==> config.mk <==
export PLATFORM = sky130hd
export DESIGN_NAME = vector_iir
export DESIGN_NICKNAME = d
export VERILOG_FILES = /design/src/logic/viir_pkg.sv /design/src/logic/vector_iir.sv
export SDC_FILE = /design/constraint.sdc
export NUM_CORES = 2
export LEC_CHECK = 0
export BUFFER_PORTS_ARGS = -buffer_cell sky130_fd_sc_hd__buf_2
export CAP_MARGIN = 40
export CORE_MARGIN = 1
export CORE_UTILIZATION = 30
export CTS_BUF_LIST = sky130_fd_sc_hd__clkbuf_8
export CTS_CLUSTER_DIAMETER = 60
export DETAILED_ROUTE_END_ITERATION = 10
export PLACE_DENSITY = 0.46
export SKIP_LAST_GASP = 1
export SYNTH_ARGS = -nofsm -noshare
export SYNTH_HDL_FRONTEND = slang
export SYNTH_SLANG_ARGS = --single-unit
==> constraint.sdc <==
create_clock -name i_ce_clk -period 28.4 [get_ports i_ce_clk]
set_input_delay 2.84 -clock i_ce_clk [delete_from_list [all_inputs] [get_ports i_ce_clk]]
set_output_delay 2.84 -clock i_ce_clk [all_outputs]
set_load 0.03 [all_outputs]
==> src/logic/viir_pkg.sv <==
/*
 * Shared sizes, register map and types for the vector IIR block.
 * Vector length is limited to 2**VIIR_MAX_LOG2 positions.
 */
`default_nettype none

package viir_pkg;

  //////////////////////////////////////////////////
  // Sizes
  //////////////////////////////////////////////////
  localparam int VIIR_MAX_LOG2 = 12;
  localparam int VIIR_MAX_LEN  = 1 << VIIR_MAX_LOG2;
  localparam int VIIR_LEN_W    = VIIR_MAX_LOG2 + 1;
  localparam int VIIR_DEPTH    = VIIR_MAX_LEN;

  // AXI4-Lite address width, byte addressed
  localparam int VIIR_ADDR_W = 4;

  //////////////////////////////////////////////////
  // Register map
  //////////////////////////////////////////////////
  localparam logic [VIIR_ADDR_W-1:0] VIIR_REG_VECTOR_LEN = 4'h0;
  localparam logic [VIIR_ADDR_W-1:0] VIIR_REG_ALPHA      = 4'h4;
  localparam logic [VIIR_ADDR_W-1:0] VIIR_REG_BETA       = 4'h8;

  // AXI4-Lite response codes
  typedef enum logic [1:0] {
    OKAY   = 2'b00,
    SLVERR = 2'b10
  } viir_resp_e;

  //////////////////////////////////////////////////
  // Data path types
  //////////////////////////////////////////////////

  // Complex sample, I in the upper half
  typedef struct packed {
    logic signed [15:0] i;
    logic signed [15:0] q;
  } viir_sample_t;

  // Live configuration, alpha and beta in Q1.15
  typedef struct packed {
    logic [VIIR_LEN_W-1:0] vector_len;
    logic signed [15:0]    alpha;
    logic signed [15:0]    beta;
  } viir_cfg_t;

  // First pass after restart reads the previous output as zero
  typedef enum logic {
    FIRST_PASS = 1'b0,
    RUNNING    = 1'b1
  } viir_stage_e;

endpackage

`default_nettype wire

==> src/logic/vector_iir.sv <==
/*
 * Two-stage vector IIR, y[k] = alpha*y_prev[k] + beta*x[k], shifted by 15 and saturated.
 * Both stages stall together under back-pressure. Config changes take effect at once.
 */
`timescale 1ns/1ps
`default_nettype none

module vector_iir (
  input  logic                               i_ce_clk,
  input  logic                               i_reset,
  input  viir_pkg::viir_cfg_t                i_cfg,
  input  logic                               i_restart,
  // Input stream
  input  viir_pkg::viir_sample_t             i_tdata,
  input  logic                               i_tlast,
  input  logic                               i_tvalid,
  output logic                               o_tready,
  // Output stream
  output viir_pkg::viir_sample_t             o_tdata,
  output logic                               o_tlast,
  output logic                               o_tvalid,
  input  logic                               i_otready,
  // Delay memory
  output logic                               o_mem_we,
  output logic [viir_pkg::VIIR_MAX_LOG2-1:0] o_mem_waddr,
  output viir_pkg::viir_sample_t             o_mem_wdata,
  output logic [viir_pkg::VIIR_MAX_LOG2-1:0] o_mem_raddr,
  input  viir_pkg::viir_sample_t             i_mem_rdata
);
  import viir_pkg::*;

  logic                     adv;
  logic                     in_fire;
  logic                     wrap;
  logic [VIIR_MAX_LOG2-1:0] pos_cnt;
  viir_stage_e              stage;

  // Stage 1
  logic                     s1_valid;
  viir_sample_t             s1_data;
  logic [VIIR_MAX_LOG2-1:0] s1_pos;
  logic                     s1_last;
  viir_stage_e              s1_stage;

  // Stage 2
  logic                     s2_valid;
  viir_sample_t             s2_data;
  logic [VIIR_MAX_LOG2-1:0] s2_pos;
  logic                     s2_last;

  logic                     fwd;
  viir_sample_t             prev;
  viir_sample_t             result;

  // Q1.15 multiply-add, floor shift and saturation to 16 bits
  function automatic logic signed [15:0] mac_sat(input logic signed [15:0] a,
                                                 input logic signed [15:0] y,
                                                 input logic signed [15:0] b,
                                                 input logic signed [15:0] x);
    logic signed [31:0] p_a;
    logic signed [31:0] p_b;
    logic signed [32:0] sum;
    logic        [17:0] sh;
    p_a = a * y;
    p_b = b * x;
    sum = {p_a[31], p_a} + {p_b[31], p_b};
    sh  = sum[32:15];
    if (sh[17:15] == {3{sh[15]}}) begin
      return sh[15:0];
    end
    return sh[17] ? 16'sh8000 : 16'sh7fff;
  endfunction

  //////////////////////////////////////////////////
  // Flow control and position
  //////////////////////////////////////////////////

  // One enable for the whole pipe
  assign adv      = ~s2_valid | i_otready;
  assign o_tready = adv;
  assign in_fire  = i_tvalid & adv;
  assign wrap     = ({1'b0, pos_cnt} + 1'b1) == i_cfg.vector_len;

  always_ff @(posedge i_ce_clk) begin
    if (i_reset || i_restart) begin
      pos_cnt <= '0;
      stage   <= FIRST_PASS;
    end else if (in_fire) begin
      if (wrap) begin
        pos_cnt <= '0;
        stage   <= RUNNING;
      end else begin
        pos_cnt <= pos_cnt + 1'b1;
      end
    end
  end

  //////////////////////////////////////////////////
  // Stage 1, sample capture and memory read
  //////////////////////////////////////////////////
  always_ff @(posedge i_ce_clk) begin
    if (i_reset) begin
      s1_valid <= 1'b0;
    end else if (adv) begin
      s1_valid <= i_tvalid;
    end
  end

  always_ff @(posedge i_ce_clk) begin
    if (adv) begin
      s1_data  <= i_tdata;
      s1_pos   <= pos_cnt;
      s1_last  <= i_tlast;
      s1_stage <= stage;
    end
  end

  // Re-read the held position while stalled
  assign o_mem_raddr = adv ? pos_cnt : s1_pos;

  //////////////////////////////////////////////////
  // Stage 2, arithmetic and write-back
  //////////////////////////////////////////////////

  // Memory misses a write from the same edge as the read
  assign fwd = s2_valid & (s2_pos == s1_pos);

  always_comb begin
    if (s1_stage == FIRST_PASS) begin
      prev = '0;
    end else if (fwd) begin
      prev = s2_data;
    end else begin
      prev = i_mem_rdata;
    end
  end

  always_comb begin
    result.i = mac_sat(i_cfg.alpha, prev.i, i_cfg.beta, s1_data.i);
    result.q = mac_sat(i_cfg.alpha, prev.q, i_cfg.beta, s1_data.q);
  end

  always_ff @(posedge i_ce_clk) begin
    if (i_reset) begin
      s2_valid <= 1'b0;
    end else if (adv) begin
      s2_valid <= s1_valid;
    end
  end

  always_ff @(posedge i_ce_clk) begin
    if (adv) begin
      s2_data <= result;
      s2_pos  <= s1_pos;
      s2_last <= s1_last;
    end
  end

  // Result lands in memory on the same edge as stage 2
  assign o_mem_we    = adv & s1_valid;
  assign o_mem_waddr = s1_pos;
  assign o_mem_wdata = result;

  assign o_tdata  = s2_data;
  assign o_tlast  = s2_last;
  assign o_tvalid = s2_valid;

endmodule

`default_nettype wire

; ---- Word-level counts from Yosys, hierarchy flattened
; Cells that the tools add are included.
; Widths: inputs -> output; s select.
[op_classes]
addsub = 4
mul = 4
eq_ne = 4
muxes = 12
bitwise = 5
n_reduce_logical = 2
[ops]
columns = operator, n
row1 = $mul 16x16->32, 4
row2 = $mux 16, 6
row3 = $add 32x32->33, 2
row4 = $mux 32, 2
row5 = $mux 12, 2
row6 = $add 12x1->13 const B, 1
row7 = $eq 13x13->1, 1
row8 = $add 12x1->12 const B, 1
row9 = $eq 12x12->1, 1
row10 = $eq 2x2->1, 2
row11 = $and 1x1->1, 3
row12 = $mux 1, 2
row13 = $reduce_and 2->1, 1
row14 = $logic_or 1x1->1, 1
row15 = $not 1->1, 1
row16 = $or 1x1->1, 1
[word_totals]
reg_bits = 106
output_inout_bits = 92
wordCells = 44

; ---- Logic depth before layout (Yosys ltp)
[logic_depth]
ltp_word = 9
ltp_mapped = 37
mapped_depth_nobuf = 33

; ---- Worst setup path after synthesis
; OpenSTA, ideal clock, no wires.
[synth_timing]
path_kind = input port to output port
startpoint = in i_mem_rdata[11] (netlist name)
endpoint = out o_mem_wdata[10] (netlist name)
arrival_ns = 10.376
required_ns = 25.560
path_slack_ns = 15.184
path_stages = 29
n_path_buf = 2
cell_sequence = mux2i_1 nor2b_1 clkbuf_1 nand2_1 fa_1 inv_1 fa_1 inv_1 fa_1 fa_1 fa_1 inv_1 fa_1 fa_1 inv_1 fa_1 inv_1 ha_1 nand2_1 o21ai_0 a31oi_1 or3_1 a221o_1 a31oi_1 a21o_1 xor2_1 a31o_2 clkbuf_1 o21a_1
[synth_rtl]
columns = item, line
row1 = "start, declared", vector_iir.sv:28  ; input viir_pkg::viir_sample_t i_mem_rdata
row2 = "end, declared", vector_iir.sv:26  ; output viir_pkg::viir_sample_t o_mem_wdata,

==> summary.txt <==
========================================================================================
Headroom to the max-slew limit ............................................        41.4%
Netlist cell types ........................................................           57
Standard-cell row count ...................................................          141
Setup TNS Final ...........................................................         0 ns
Post-route minimum period .................................................     14.71 ns
Launching instance or port of the critical path ...........................    i_cfg[31]
Commonest cells in the netlist ............................................ inv_1, fa_1, and2_1
Number of hold violations in the final report .............................            0
Proportion of layout cells with a drive suffix above 1 ....................        6.42%
Share of the synthesized area in the top cell type ........................        52.0%
Required time worst endpoint ..............................................     25.56 ns
Nature of the critical path startpoint ....................................    input pin
End point of the critical path ............................................ o_mem_wdata[11]
DR pass1 iterations .......................................................            5
Number of cells produced by synthesis .....................................         4694
R2r startpoint ............................................................ o_mem_waddr[11]
Inserted Clock Buffers ....................................................            9
Effective utilization at floorplan ........................................        30.3%
Total Wirelength ..........................................................    122000 um
CTS H-tree depth ..........................................................            3
Most common cell in the netlist ...........................................        inv_1
Worst hold path class .....................................................   reg -> reg
RSZ-0062 raised after global routing ......................................           no
Sequential cell area fraction in the yosys report .........................        6.49%
TritonCTS clock tree ......................................................        built
Vias ......................................................................        29800
Post-CTS setup buffer count ...............................................            0
Clock tree root driver cell ...............................................     clkbuf_8
Vias in the first global route ............................................        33400
Post-cts resize count .....................................................            0
Antenna violations before repair ..........................................           20
Largest net degree at the start of global routing .........................           37
P&R area growth vs syn ....................................................        8.08%
Insertion delay to the later sink of the worst-skew pair ..................      0.57 ns
Ranking of synthesized cells by area ...................................... fa_1, inv_1, ha_1
Area of the mapped netlist ................................................   44900 um^2
Layout fillers ............................................................        15600
CTS sink count ............................................................          106
Number of placed cells counting well taps .................................         6713
DRC marker count from the first detailed-route iteration ..................         1305
Clock slew at reported path FFs ...........................................      0.12 ns
Share of synthesized registers carrying an async set or reset .............           0%
Final setup vio count .....................................................            0
Total Die Area ............................................................  151000 um^2
Longest Clk Path Bufs .....................................................            2
Maximum frequency from static timing analysis .............................     68.0 MHz
Non-filler cells in the finished layout ...................................         6735
Post-cts hold buffer count ................................................            0
Number of storage elements in the synthesis netlist .......................          106
Sequential cell area in the final layout ..................................    2910 um^2
# Max-Cap Violations ......................................................            0
Total half-perimeter wirelength after legalization and detailed placement .    102000 um
Count of flip-flops with a built-in enable after synthesis ................           79
Routed length per placed instance .........................................      18.1 um
Post-route ant nets .......................................................            0
Finished Core Util ........................................................        32.7%
Kind of critical path .....................................................    in -> out
Synth area leader .........................................................         fa_1
Critical register-to-register path endpoint ...............................  o_tdata[11]
Grt ovf ...................................................................            0
Vertical extent of the die ................................................       389 um
Final count of pins violating max slew ....................................            0
Net count, final ..........................................................         6367
IO buf count ..............................................................          206
Count of yosys warnings during synthesis ..................................            0
Area of the multi-input gates .............................................   36200 um^2
Area of the placeable core ................................................  148000 um^2
FF-to-FF setup slack ......................................................     17.93 ns
Io pins ...................................................................          207
Maximum fanout along the worst path .......................................           32
Via density ...............................................................         4.42
Outcome ................................................................... complete, no violations
Worst-case clock skew .....................................................    0.0328 ns
Slew @ Worst Pin ..........................................................     0.875 ns
Global router's overall resource usage ....................................        17.1%
Detailed-route DRC error count ............................................            0
Predominant post-synthesis flop cell ......................................     edfxtp_1
Number of cells on the worst reg-to-reg path ..............................           30
Worst Path Arrival ........................................................     11.87 ns
Final period util .........................................................        51.8%
Die width .................................................................       389 um
Gp weighted congestion ....................................................        0.845
Post-Synthesis Mean Instance Area .........................................    9.56 um^2
Total nets after synthesis ................................................         6266
Wire length of the first global-routing pass ..............................    196000 um
Crit path capture type ....................................................   output pin
========================================================================================
==> per-layer routing <==
layer	GRT usage, %	share of wire, %	wire, um	vias to the layer above
met2	29.0	49	59900	412
met5	0	0.058	71	-
met4	2.86	1.3	1530	12
li1	-	-	-	13600
met1	23.7	46	56200	15700
met3	1.85	3.2	3870	65
==> logic make-up (layout without fill, tap and decap cells) <==
group / after synthesis / count (layout) / share of synthesized area, %
flip-flops: 106 / 106 / 6.49
AND/OR/NAND/NOR: 1253 / 1253 / 14.8
multiplexers: 40 / 40 / 0.909
adder cells (fa/ha/maj): 1457 / 1457 / 60.1
XOR/XNOR: 98 / 98 / 1.91
other: 0 / 5 / 0
buffers and inverters: 1539 / 1645 / 12.9
AO/OA/AOI/OAI: 201 / 201 / 2.90
==> state kept, by name, summed over array words and instances, names as in the netlist <==
name,flops
s1_last,1
s2_pos,12
s1_stage,1
o_tvalid,1
o_tdata,32
s1_data,32
stage,1
s1_valid,1
pos_cnt,12
o_mem_waddr,12
o_tlast,1
==> worst min path at each step <==
stage                       start  endpoint  slack, ns  depth (start not counted)
after floorplan           s1_last   o_tlast       0.40                          0
after global placement    s1_last   o_tlast       0.41                          0
after detailed placement  s1_last   o_tlast       0.41                          0
after CTS                 s1_last   o_tlast       0.44                          0
after global routing      s1_last   o_tlast       0.44                          0
final                     s1_last   o_tlast       0.44                          0
==> cells in the final DEF (no fill, tap or decap), drive strengths merged, types with 34 or more instances in the layout <==
master	synthesis	final
nand2	447	447
ha	291	291
a21oi	55	55
fa	1166	1166
inv	1353	1359
edfxtp	79	79
nand2b	59	59
buf	8	276
and2	580	580
xnor2	76	76
nor2	41	41
nor2b	47	47
a21o	45	45
mux2i	34	34
o21ai	36	36
==> critical path, cell delays in order <==
cell and delay [ns]:
buf_2 0.65, and2_1 0.28, inv_1 0.07, fa_1 0.55, fa_1 0.47, fa_1 1.00, fa_1 0.53, inv_1 0.08
fa_1 0.44, fa_1 0.50, fa_1 0.49, inv_1 0.05, fa_1 0.47, inv_1 0.04, ha_1 0.33, nand4_1 0.15
nor3_1 0.28, nand4_1 0.27, a221o_1 0.45, a31oi_1 0.30, a21o_1 0.22, mux2i_1 0.10, nor3b_2 0.41, buf_4 0.32
o41a_1 0.30, buf_2 0.24
==> through the flow <==
step / hold slack [ns] / worst slack, ns / area (um^2)
2_1_floorplan: 0.400 / 15.18 / 44900
6_report: 0.438 / 13.69 / 48500
5_1_grt: 0.442 / 13.23 / 48500
4_1_cts: 0.442 / 13.64 / 48500
3_5_place_dp: 0.413 / 13.66 / 48300
3_3_place_gp: 0.407 / 13.41 / 48000
==> cell type report <==
class                   count  share of cell area (%)
clock inverters             7                  0.0877
inverters                1353                    10.5
multi-input cells        3049                    74.6
diodes                      5                  0.0258
flip-flops and latches    106                    6.00
well taps                1930                    4.98
clock buffers               9                   0.255
repair buffers            276                    3.56
Power is left out: the tool's default activity adds up to more than one toggle a clock period on the data nets, which glitch-free logic cannot reach.
