$ cat src/logic/viir_pkg.sv
/*
 * Shared sizes, register map and types for the vector IIR block.
 * Vector length is limited to 2**VIIR_MAX_LOG2 positions.
 */
`default_nettype none

package viir_pkg;

  //////////////////////////////////////////////////
  // Sizes
  //////////////////////////////////////////////////
  localparam int VIIR_MAX_LOG2 = 12;
  localparam int VIIR_MAX_LEN  = 1 << VIIR_MAX_LOG2;
  localparam int VIIR_LEN_W    = VIIR_MAX_LOG2 + 1;
  localparam int VIIR_DEPTH    = VIIR_MAX_LEN;

  // AXI4-Lite address width, byte addressed
  localparam int VIIR_ADDR_W = 4;

  //////////////////////////////////////////////////
  // Register map
  //////////////////////////////////////////////////
  localparam logic [VIIR_ADDR_W-1:0] VIIR_REG_VECTOR_LEN = 4'h0;
  localparam logic [VIIR_ADDR_W-1:0] VIIR_REG_ALPHA      = 4'h4;
  localparam logic [VIIR_ADDR_W-1:0] VIIR_REG_BETA       = 4'h8;

  // AXI4-Lite response codes
  typedef enum logic [1:0] {
    OKAY   = 2'b00,
    SLVERR = 2'b10
  } viir_resp_e;

  //////////////////////////////////////////////////
  // Data path types
  //////////////////////////////////////////////////

  // Complex sample, I in the upper half
  typedef struct packed {
    logic signed [15:0] i;
    logic signed [15:0] q;
  } viir_sample_t;

  // Live configuration, alpha and beta in Q1.15
  typedef struct packed {
    logic [VIIR_LEN_W-1:0] vector_len;
    logic signed [15:0]    alpha;
    logic signed [15:0]    beta;
  } viir_cfg_t;

  // First pass after restart reads the previous output as zero
  typedef enum logic {
    FIRST_PASS = 1'b0,
    RUNNING    = 1'b1
  } viir_stage_e;

endpackage

`default_nettype wire

$ cat src/logic/viir_axil_regs.sv
/*
 * AXI4-Lite slave for length, alpha and beta. One outstanding write and one read.
 * Unmapped or unaligned addresses answer SLVERR. A VECTOR_LEN write pulses o_restart.
 */
`timescale 1ns/1ps
`default_nettype none

module viir_axil_regs (
  input  logic                             i_ce_clk,
  input  logic                             i_reset,
  // Write address and data
  input  logic                             i_awvalid,
  input  logic [viir_pkg::VIIR_ADDR_W-1:0] i_awaddr,
  output logic                             o_awready,
  input  logic                             i_wvalid,
  input  logic [31:0]                      i_wdata,
  input  logic [3:0]                       i_wstrb,
  output logic                             o_wready,
  // Write response
  output logic                             o_bvalid,
  output logic [1:0]                       o_bresp,
  input  logic                             i_bready,
  // Read address and data
  input  logic                             i_arvalid,
  input  logic [viir_pkg::VIIR_ADDR_W-1:0] i_araddr,
  output logic                             o_arready,
  output logic                             o_rvalid,
  output logic [31:0]                      o_rdata,
  output logic [1:0]                       o_rresp,
  input  logic                             i_rready,
  // Configuration out
  output viir_pkg::viir_cfg_t              o_cfg,
  output logic                             o_restart
);
  import viir_pkg::*;

  viir_cfg_t  cfg_q;
  viir_resp_e bresp_q;
  viir_resp_e rresp_q;
  logic       wr_fire;
  logic       rd_fire;
  logic       wr_hit;
  logic       rd_hit;
  logic [31:0] wr_old;
  logic [31:0] wr_new;
  logic [31:0] rd_val;

  // Byte-lane merge of a write into the current register image
  function automatic logic [31:0] merge_strb(input logic [31:0] old_v,
                                             input logic [31:0] new_v,
                                             input logic [3:0]  strb);
    logic [31:0] res;
    res = old_v;
    for (int b = 0; b < 4; b++) begin
      if (strb[b]) begin
        res[8*b +: 8] = new_v[8*b +: 8];
      end
    end
    return res;
  endfunction

  // Zero stores 1, anything above the maximum stores the maximum
  function automatic logic [VIIR_LEN_W-1:0] clamp_len(input logic [31:0] v);
    if (v == 32'd0) begin
      return VIIR_LEN_W'(1);
    end else if (v > VIIR_MAX_LEN) begin
      return VIIR_LEN_W'(VIIR_MAX_LEN);
    end
    return v[VIIR_LEN_W-1:0];
  endfunction

  //////////////////////////////////////////////////
  // Write path
  //////////////////////////////////////////////////

  // AW and W are taken together, only with no response pending
  assign wr_fire   = i_awvalid & i_wvalid & ~o_bvalid;
  assign o_awready = wr_fire;
  assign o_wready  = wr_fire;
  assign o_restart = wr_fire & (i_awaddr == VIIR_REG_VECTOR_LEN);

  always_comb begin
    wr_hit = 1'b1;
    case (i_awaddr)
      VIIR_REG_VECTOR_LEN: wr_old = 32'(cfg_q.vector_len);
      VIIR_REG_ALPHA:      wr_old = {16'h0000, cfg_q.alpha};
      VIIR_REG_BETA:       wr_old = {16'h0000, cfg_q.beta};
      default: begin
        wr_old = 32'd0;
        wr_hit = 1'b0;
      end
    endcase
  end

  assign wr_new = merge_strb(wr_old, i_wdata, i_wstrb);

  always_ff @(posedge i_ce_clk) begin
    if (i_reset) begin
      cfg_q.vector_len <= VIIR_LEN_W'(1);
      cfg_q.alpha      <= 16'sh0000;
      cfg_q.beta       <= 16'sh7fff;
      o_bvalid         <= 1'b0;
      bresp_q          <= OKAY;
    end else begin
      if (wr_fire) begin
        o_bvalid <= 1'b1;
        bresp_q  <= wr_hit ? OKAY : SLVERR;
        case (i_awaddr)
          VIIR_REG_VECTOR_LEN: cfg_q.vector_len <= clamp_len(wr_new);
          VIIR_REG_ALPHA:      cfg_q.alpha      <= wr_new[15:0];
          VIIR_REG_BETA:       cfg_q.beta       <= wr_new[15:0];
          default: ;
        endcase
      end else if (i_bready) begin
        o_bvalid <= 1'b0;
      end
    end
  end

  //////////////////////////////////////////////////
  // Read path
  //////////////////////////////////////////////////
  assign o_arready = ~o_rvalid;
  assign rd_fire   = i_arvalid & o_arready;

  always_comb begin
    rd_hit = 1'b1;
    case (i_araddr)
      VIIR_REG_VECTOR_LEN: rd_val = 32'(cfg_q.vector_len);
      VIIR_REG_ALPHA:      rd_val = {16'h0000, cfg_q.alpha};
      VIIR_REG_BETA:       rd_val = {16'h0000, cfg_q.beta};
      default: begin
        rd_val = 32'd0;
        rd_hit = 1'b0;
      end
    endcase
  end

  always_ff @(posedge i_ce_clk) begin
    if (i_reset) begin
      o_rvalid <= 1'b0;
      rresp_q  <= OKAY;
    end else if (rd_fire) begin
      o_rvalid <= 1'b1;
      rresp_q  <= rd_hit ? OKAY : SLVERR;
    end else if (i_rready) begin
      o_rvalid <= 1'b0;
    end
  end

  // Read data captured with the address
  always_ff @(posedge i_ce_clk) begin
    if (rd_fire) begin
      o_rdata <= rd_val;
    end
  end

  assign o_bresp = bresp_q;
  assign o_rresp = rresp_q;
  assign o_cfg   = cfg_q;

endmodule

`default_nettype wire

$ cat config.mk
export PLATFORM = sky130hd
export DESIGN_NAME = viir_axil_regs
export DESIGN_NICKNAME = d
export VERILOG_FILES = /design/src/logic/viir_pkg.sv /design/src/logic/viir_axil_regs.sv
export SDC_FILE = /design/constraint.sdc
export NUM_CORES = 1
export LEC_CHECK = 0
export BUFFER_PORTS_ARGS = -buffer_cell sky130_fd_sc_hd__clkbuf_2
export CAP_MARGIN = 20
export CELL_PAD_IN_SITES_DETAIL_PLACEMENT = 1
export CELL_PAD_IN_SITES_GLOBAL_PLACEMENT = 1
export CORE_ASPECT_RATIO = 0.8
export CORE_MARGIN = 2
export CORE_UTILIZATION = 34
export DETAILED_ROUTE_END_ITERATION = 7
export PLACE_DENSITY = 0.89
export SYNTH_ARGS = -nofsm -noshare
export SYNTH_HDL_FRONTEND = slang
export SYNTH_SLANG_ARGS = --single-unit
$ cat constraint.sdc
create_clock -name i_ce_clk -period 3 [get_ports i_ce_clk]
set_input_delay 0.6 -clock i_ce_clk [delete_from_list [all_inputs] [get_ports i_ce_clk]]
set_output_delay 0.6 -clock i_ce_clk [all_outputs]
set_load 0.01 [all_outputs]
# [Word-level counts from Yosys, hierarchy flattened]
# Index checks and enable logic that the tools add are counted.
# W data, S select, Z words.
[word_totals] wordCells=51 out_inout_bits=87 reg_bits=83
[op_classes] n_bitwise=6 n_eq_ne=4 n_reduce_logical=10 mux=22 order_cmp=1
[ops] cell="$pmux W16 S3" n=2
[ops] cell="$mux W13" n=3
[ops] cell="$gt A32 B13 Y1 const B" n=1
[ops] cell="$logic_not A32 Y1" n=1
[ops] cell="$mux W8" n=4
[ops] cell="$mux W1" n=11
[ops] cell="$eq A4 B3 Y1 const B" n=2
[ops] cell="$eq A4 B4 Y1 const B" n=2
[ops] cell="$logic_not A4 Y1" n=2
[ops] cell="$reduce_and A2 Y1" n=3
[ops] cell="$reduce_or A3 Y1" n=2
[ops] cell="$and A1 B1 Y1" n=4
[ops] cell="$mux W2" n=2
[ops] cell="$reduce_bool A2 Y1" n=2
[ops] cell="$not A1 Y1" n=2

# [Logic depth before layout (Yosys ltp)]
[logic_depth] depth_word=10 mapped_depth=9 ltp_nobuf=6

# [Least setup slack after synthesis]
# OpenSTA, ideal clock, no wires.
[synth_timing] kind="input to register" startpoint="input port i_awaddr[3] in the netlist's numbering" endpoint="register cfg_q (netlist bit o_cfg[32])" setup_ps=69 n_path_buf=2 setup_slack_ps=723 t_required_ps=2931 arrival_ps=2208 stages=8 cell_sequence="buf_6 nor2b_4 buf_6 a222oi_1 o21ai_1 or4_1 o221a_1 o21ai_1"
[synth_between] elab_chain_len=10 elab_cells_between_ends=16 classes_between="order compare (1); eq/ne (2); mux (10); reduce/logical (3)"
[synth_lines] element="start, declared" line_no="viir_axil_regs.sv:13" text="input logic [viir_pkg::VIIR_ADDR_W-1:0] i_awaddr,"
[synth_lines] element="$eq A4 B4 Y1, or another cell as far along" line_no="viir_axil_regs.sv:84" text="case (i_awaddr)"
[synth_lines] element="$pmux W16 S3" line_no="viir_axil_regs.sv:84"
[synth_lines] element="$mux W8" line_no="viir_axil_regs.sv:55" text="if (strb[b]) begin"
[synth_lines] element="$gt A32 B13 Y1" line_no="viir_axil_regs.sv:66" text="end else if (v > VIIR_MAX_LEN) begin"
[synth_lines] element="$mux W1" line_no="viir_axil_regs.sv:66"
[synth_lines] element="$mux W1" line_no="viir_axil_regs.sv:64" text="if (v == 32'd0) begin"
[synth_lines] element="$mux W1" line_no="viir_axil_regs.sv:108" text="case (i_awaddr)"
[synth_lines] element="$mux W1" line_no="viir_axil_regs.sv:105" text="if (wr_fire) begin"
[synth_lines] element="$mux W1" line_no="viir_axil_regs.sv:98" text="if (i_reset) begin"
[synth_lines] element="$mux W13" line_no="viir_axil_regs.sv:69" text="return v[VIIR_LEN_W-1:0];"
[synth_lines] element="end, declared" line_no="viir_axil_regs.sv:37" text="viir_cfg_t cfg_q;"
# Several ways; a longest one is shown, not always the timed one. The select of a mux whose other input is x is not followed.
# A chain may end at the register's enable or synchronous reset.

# [Worst setup path after layout]
[layout_timing] startpoint="input port i_awaddr[2] in the netlist's numbering" endpoint="register cfg_q (netlist bit o_cfg[42])"
# The elaborated chain is that of the path after synthesis.

==> metrics.yaml <==
cts:
  ctsHtreeMaxLevel: 3
  cts_root_buf: "clkbuf_16"
  tritoncts: "built"
  clkLatencyLatePin_ns: 0.33
  cts.sinks: 65
  path_clk_slew_ns: 0.05
  cts_inserted_buffers: 9
  cts_resized: 0
  cts_setup_buffers: 0
  cts_buffer_depth: 2
  holdBufCountCts: 0
floorplanning:
  start_util_pct: 35.07
  die_w_um: 112.4
  coreArea_mm2: 0.009115
  die_area_mm2: 0.01020
  dieHeight_um: 90.73
  rows: 31
  io_pins: 138
synthesis:
  synth_enable_flop_cells: 16
  synthArstFlopShare_pct: 0
  postSynthAreaPerCell_um2: 9.134
  seq_area_frac_synth_pct: 45.71
  syn_inst: 350
  syn_area_mm2: 0.003197
  ys_types: 44
  synth_seq_cells: 65
  yosysWarningCount: 0
  synth_flop_cell: "dfxtp_1"
power_and_ir_drop:
  p_per_area_mw_per_mm2: 573.2
  ir_drop_v: 0.0003135
  p_leak_uw: 0.001829
placement:
  port_buffers: 119
  routabilityCongestion: 0.8904
  dp_slack_ns: 0.1349
  dp_cells: 569
  dp_hpwl_um: 8306
finish:
  antenna_cells: 0
  drive_gt1_share_pct: 32.13
  area_growth_syn_to_layout_pct: 30.29
  nNetsFinal: 516
  layout_commonest_cell: "clkbuf_2"
  final_cells: 585
  layout_common_cells: "clkbuf_2 (119), dfxtp_1 (49), nand2_1 (45)"
  final_util_pct: 45.70
detailed_routing:
  wl_per_cell_um: 19.74
  drt_iter0_markers: 240
  drc: 0
  drt-pass1-iter-count: 5
  viasPerCell: 5.485
  drtAntennaViolNets: 0
  wl_um: 11550
  vias: 3209
worst_setup_path:
  crit_fanout: 12
  cp.required_ns: 3.19
  crit_type: "in -> reg"
  critPathCaptureType: "flip-flop"
  critPathLaunchType: "primary input"
  cp_data_arrival_time_ns: 2.80
timing:
  fmax_ghz: 0.3827
  fin_ws_ns: 0.3870
  tns_ns: 0
  rsz0062_at_grt: "false"
  drv_slew: 0
  relSlewSlack_pct: 35.86
  tightestPinTransition_ns: 0.9601
  skew_ns: 0.005240
  setup_viol: 0
  holdWs_ns: 0.4603
  min_period_ns: 2.613
  hold_viol: 0
  fin_crit_sh_pct: 87.10
run:
  maxCapViolCount: 0
global_route:
  grt_use_met3_pct: 7.047
  grt_max_degree: 26
  grtUsageMet2_pct: 38.25
  grt_antenna_before_repair: 0
  grt-ovfl-total: 0
  grt_use_total_pct: 22.58
  grt_busiest_layer: "met2"
  grt_pass1_wl_um: 18190
  met1_usage_pct: 27.28
  first_global_vias: 3455
status:
  status: "completed"
min_path:
  hold_path.class: "in -> reg"
-- worst max-delay path, cell delays in order --
cell and delay [ns]:
clkbuf_2 0.29, nor2b_1 0.81, a222oi_1 0.26, o21ai_1 0.25, nor3_1 0.09, nand2_1 0.30
o21ai_0 0.19
-- routing by layer --
metal	vias up	part of all wire, %
met5	-	0
met4	0	1.4
met3	16	7.7
met2	138	49
met1	1564	42
li1	1491	-
-- report_power, final --
group	switching, µW	internal [µW]	leakage, µW
Clock	383	833	0.000166
Combinational	148	87.8	0.00111
Sequential	12.8	923	0.000551
-- final timing paths --
path               startpoint          to  slack, ns  cells past startpoint
setup reg to reg     o_bvalid   o_cfg[42]       1.03                      6
setup / recovery  i_awaddr[2]   o_cfg[42]       0.39                      7
hold reg to reg    o_rresp[1]  o_rresp[1]       0.50                      2
hold / removal       i_rready    o_rvalid       0.46                      2
-- registers in the layout, indices dropped and copies added, names as in the netlist --
| name | flops |
|---|---|
| o_cfg | 45 |
| o_rdata | 16 |
| o_bvalid | 1 |
| o_rvalid | 1 |
| o_bresp | 1 |
| o_rresp | 1 |
-- through the flow --
step | total power [µW] | instance area [µm²]
final | 2387 | 4165
after global routing | 2454 | 4165
after CTS | 2392 | 4165
after detailed placement | 1186 | 3820
after global placement | 1176 | 3820
after floorplan | 1103 | 3261
-- cell families after synthesis --
logic type | count (synthesis) | share of synthesized area [%]
compound gates | 107 | 23.72
simple gates | 105 | 14.68
flops | 65 | 45.71
buf+inv | 52 | 9.510
mux | 20 | 6.262
other cells | 1 | 0.1173
-- area by class of cell --
| type | count | area (µm²) |
|---|---|---|
| clock buffer | 11 | 242.7 |
| fill | 1088 | 4950 |
| timing repair buffer | 132 | 693.2 |
| clock inverter | 5 | 102.6 |
| multi-input combinational | 250 | 1495 |
| tap | 115 | 143.9 |
| sequential | 65 | 1461 |
| inverter | 7 | 26.28 |
-- synthesized netlist by cell type (4+ instances only) --
cell type / instances / area share, %
dfxtp_1: 49 / 31
nand2_1: 45 / 5.3
nor2_1: 38 / 4.5
o21ai_0: 28 / 4.4
mux2i_1: 20 / 6.3
a211oi_1: 19 / 4.5
buf_4: 19 / 4.5
clkbuf_1: 18 / 2.1
edfxtp_1: 16 / 15
o211ai_1: 13 / 3.1
a21oi_1: 9 / 1.4
a222oi_1: 8 / 2.5
inv_1: 7 / 0.82
a22oi_1: 6 / 1.4
or4_1: 6 / 1.4
a2bb2oi_1: 4 / 1.1
nor3_1: 4 / 0.63
No activity file was read; power rests on OpenSTA's default activity.
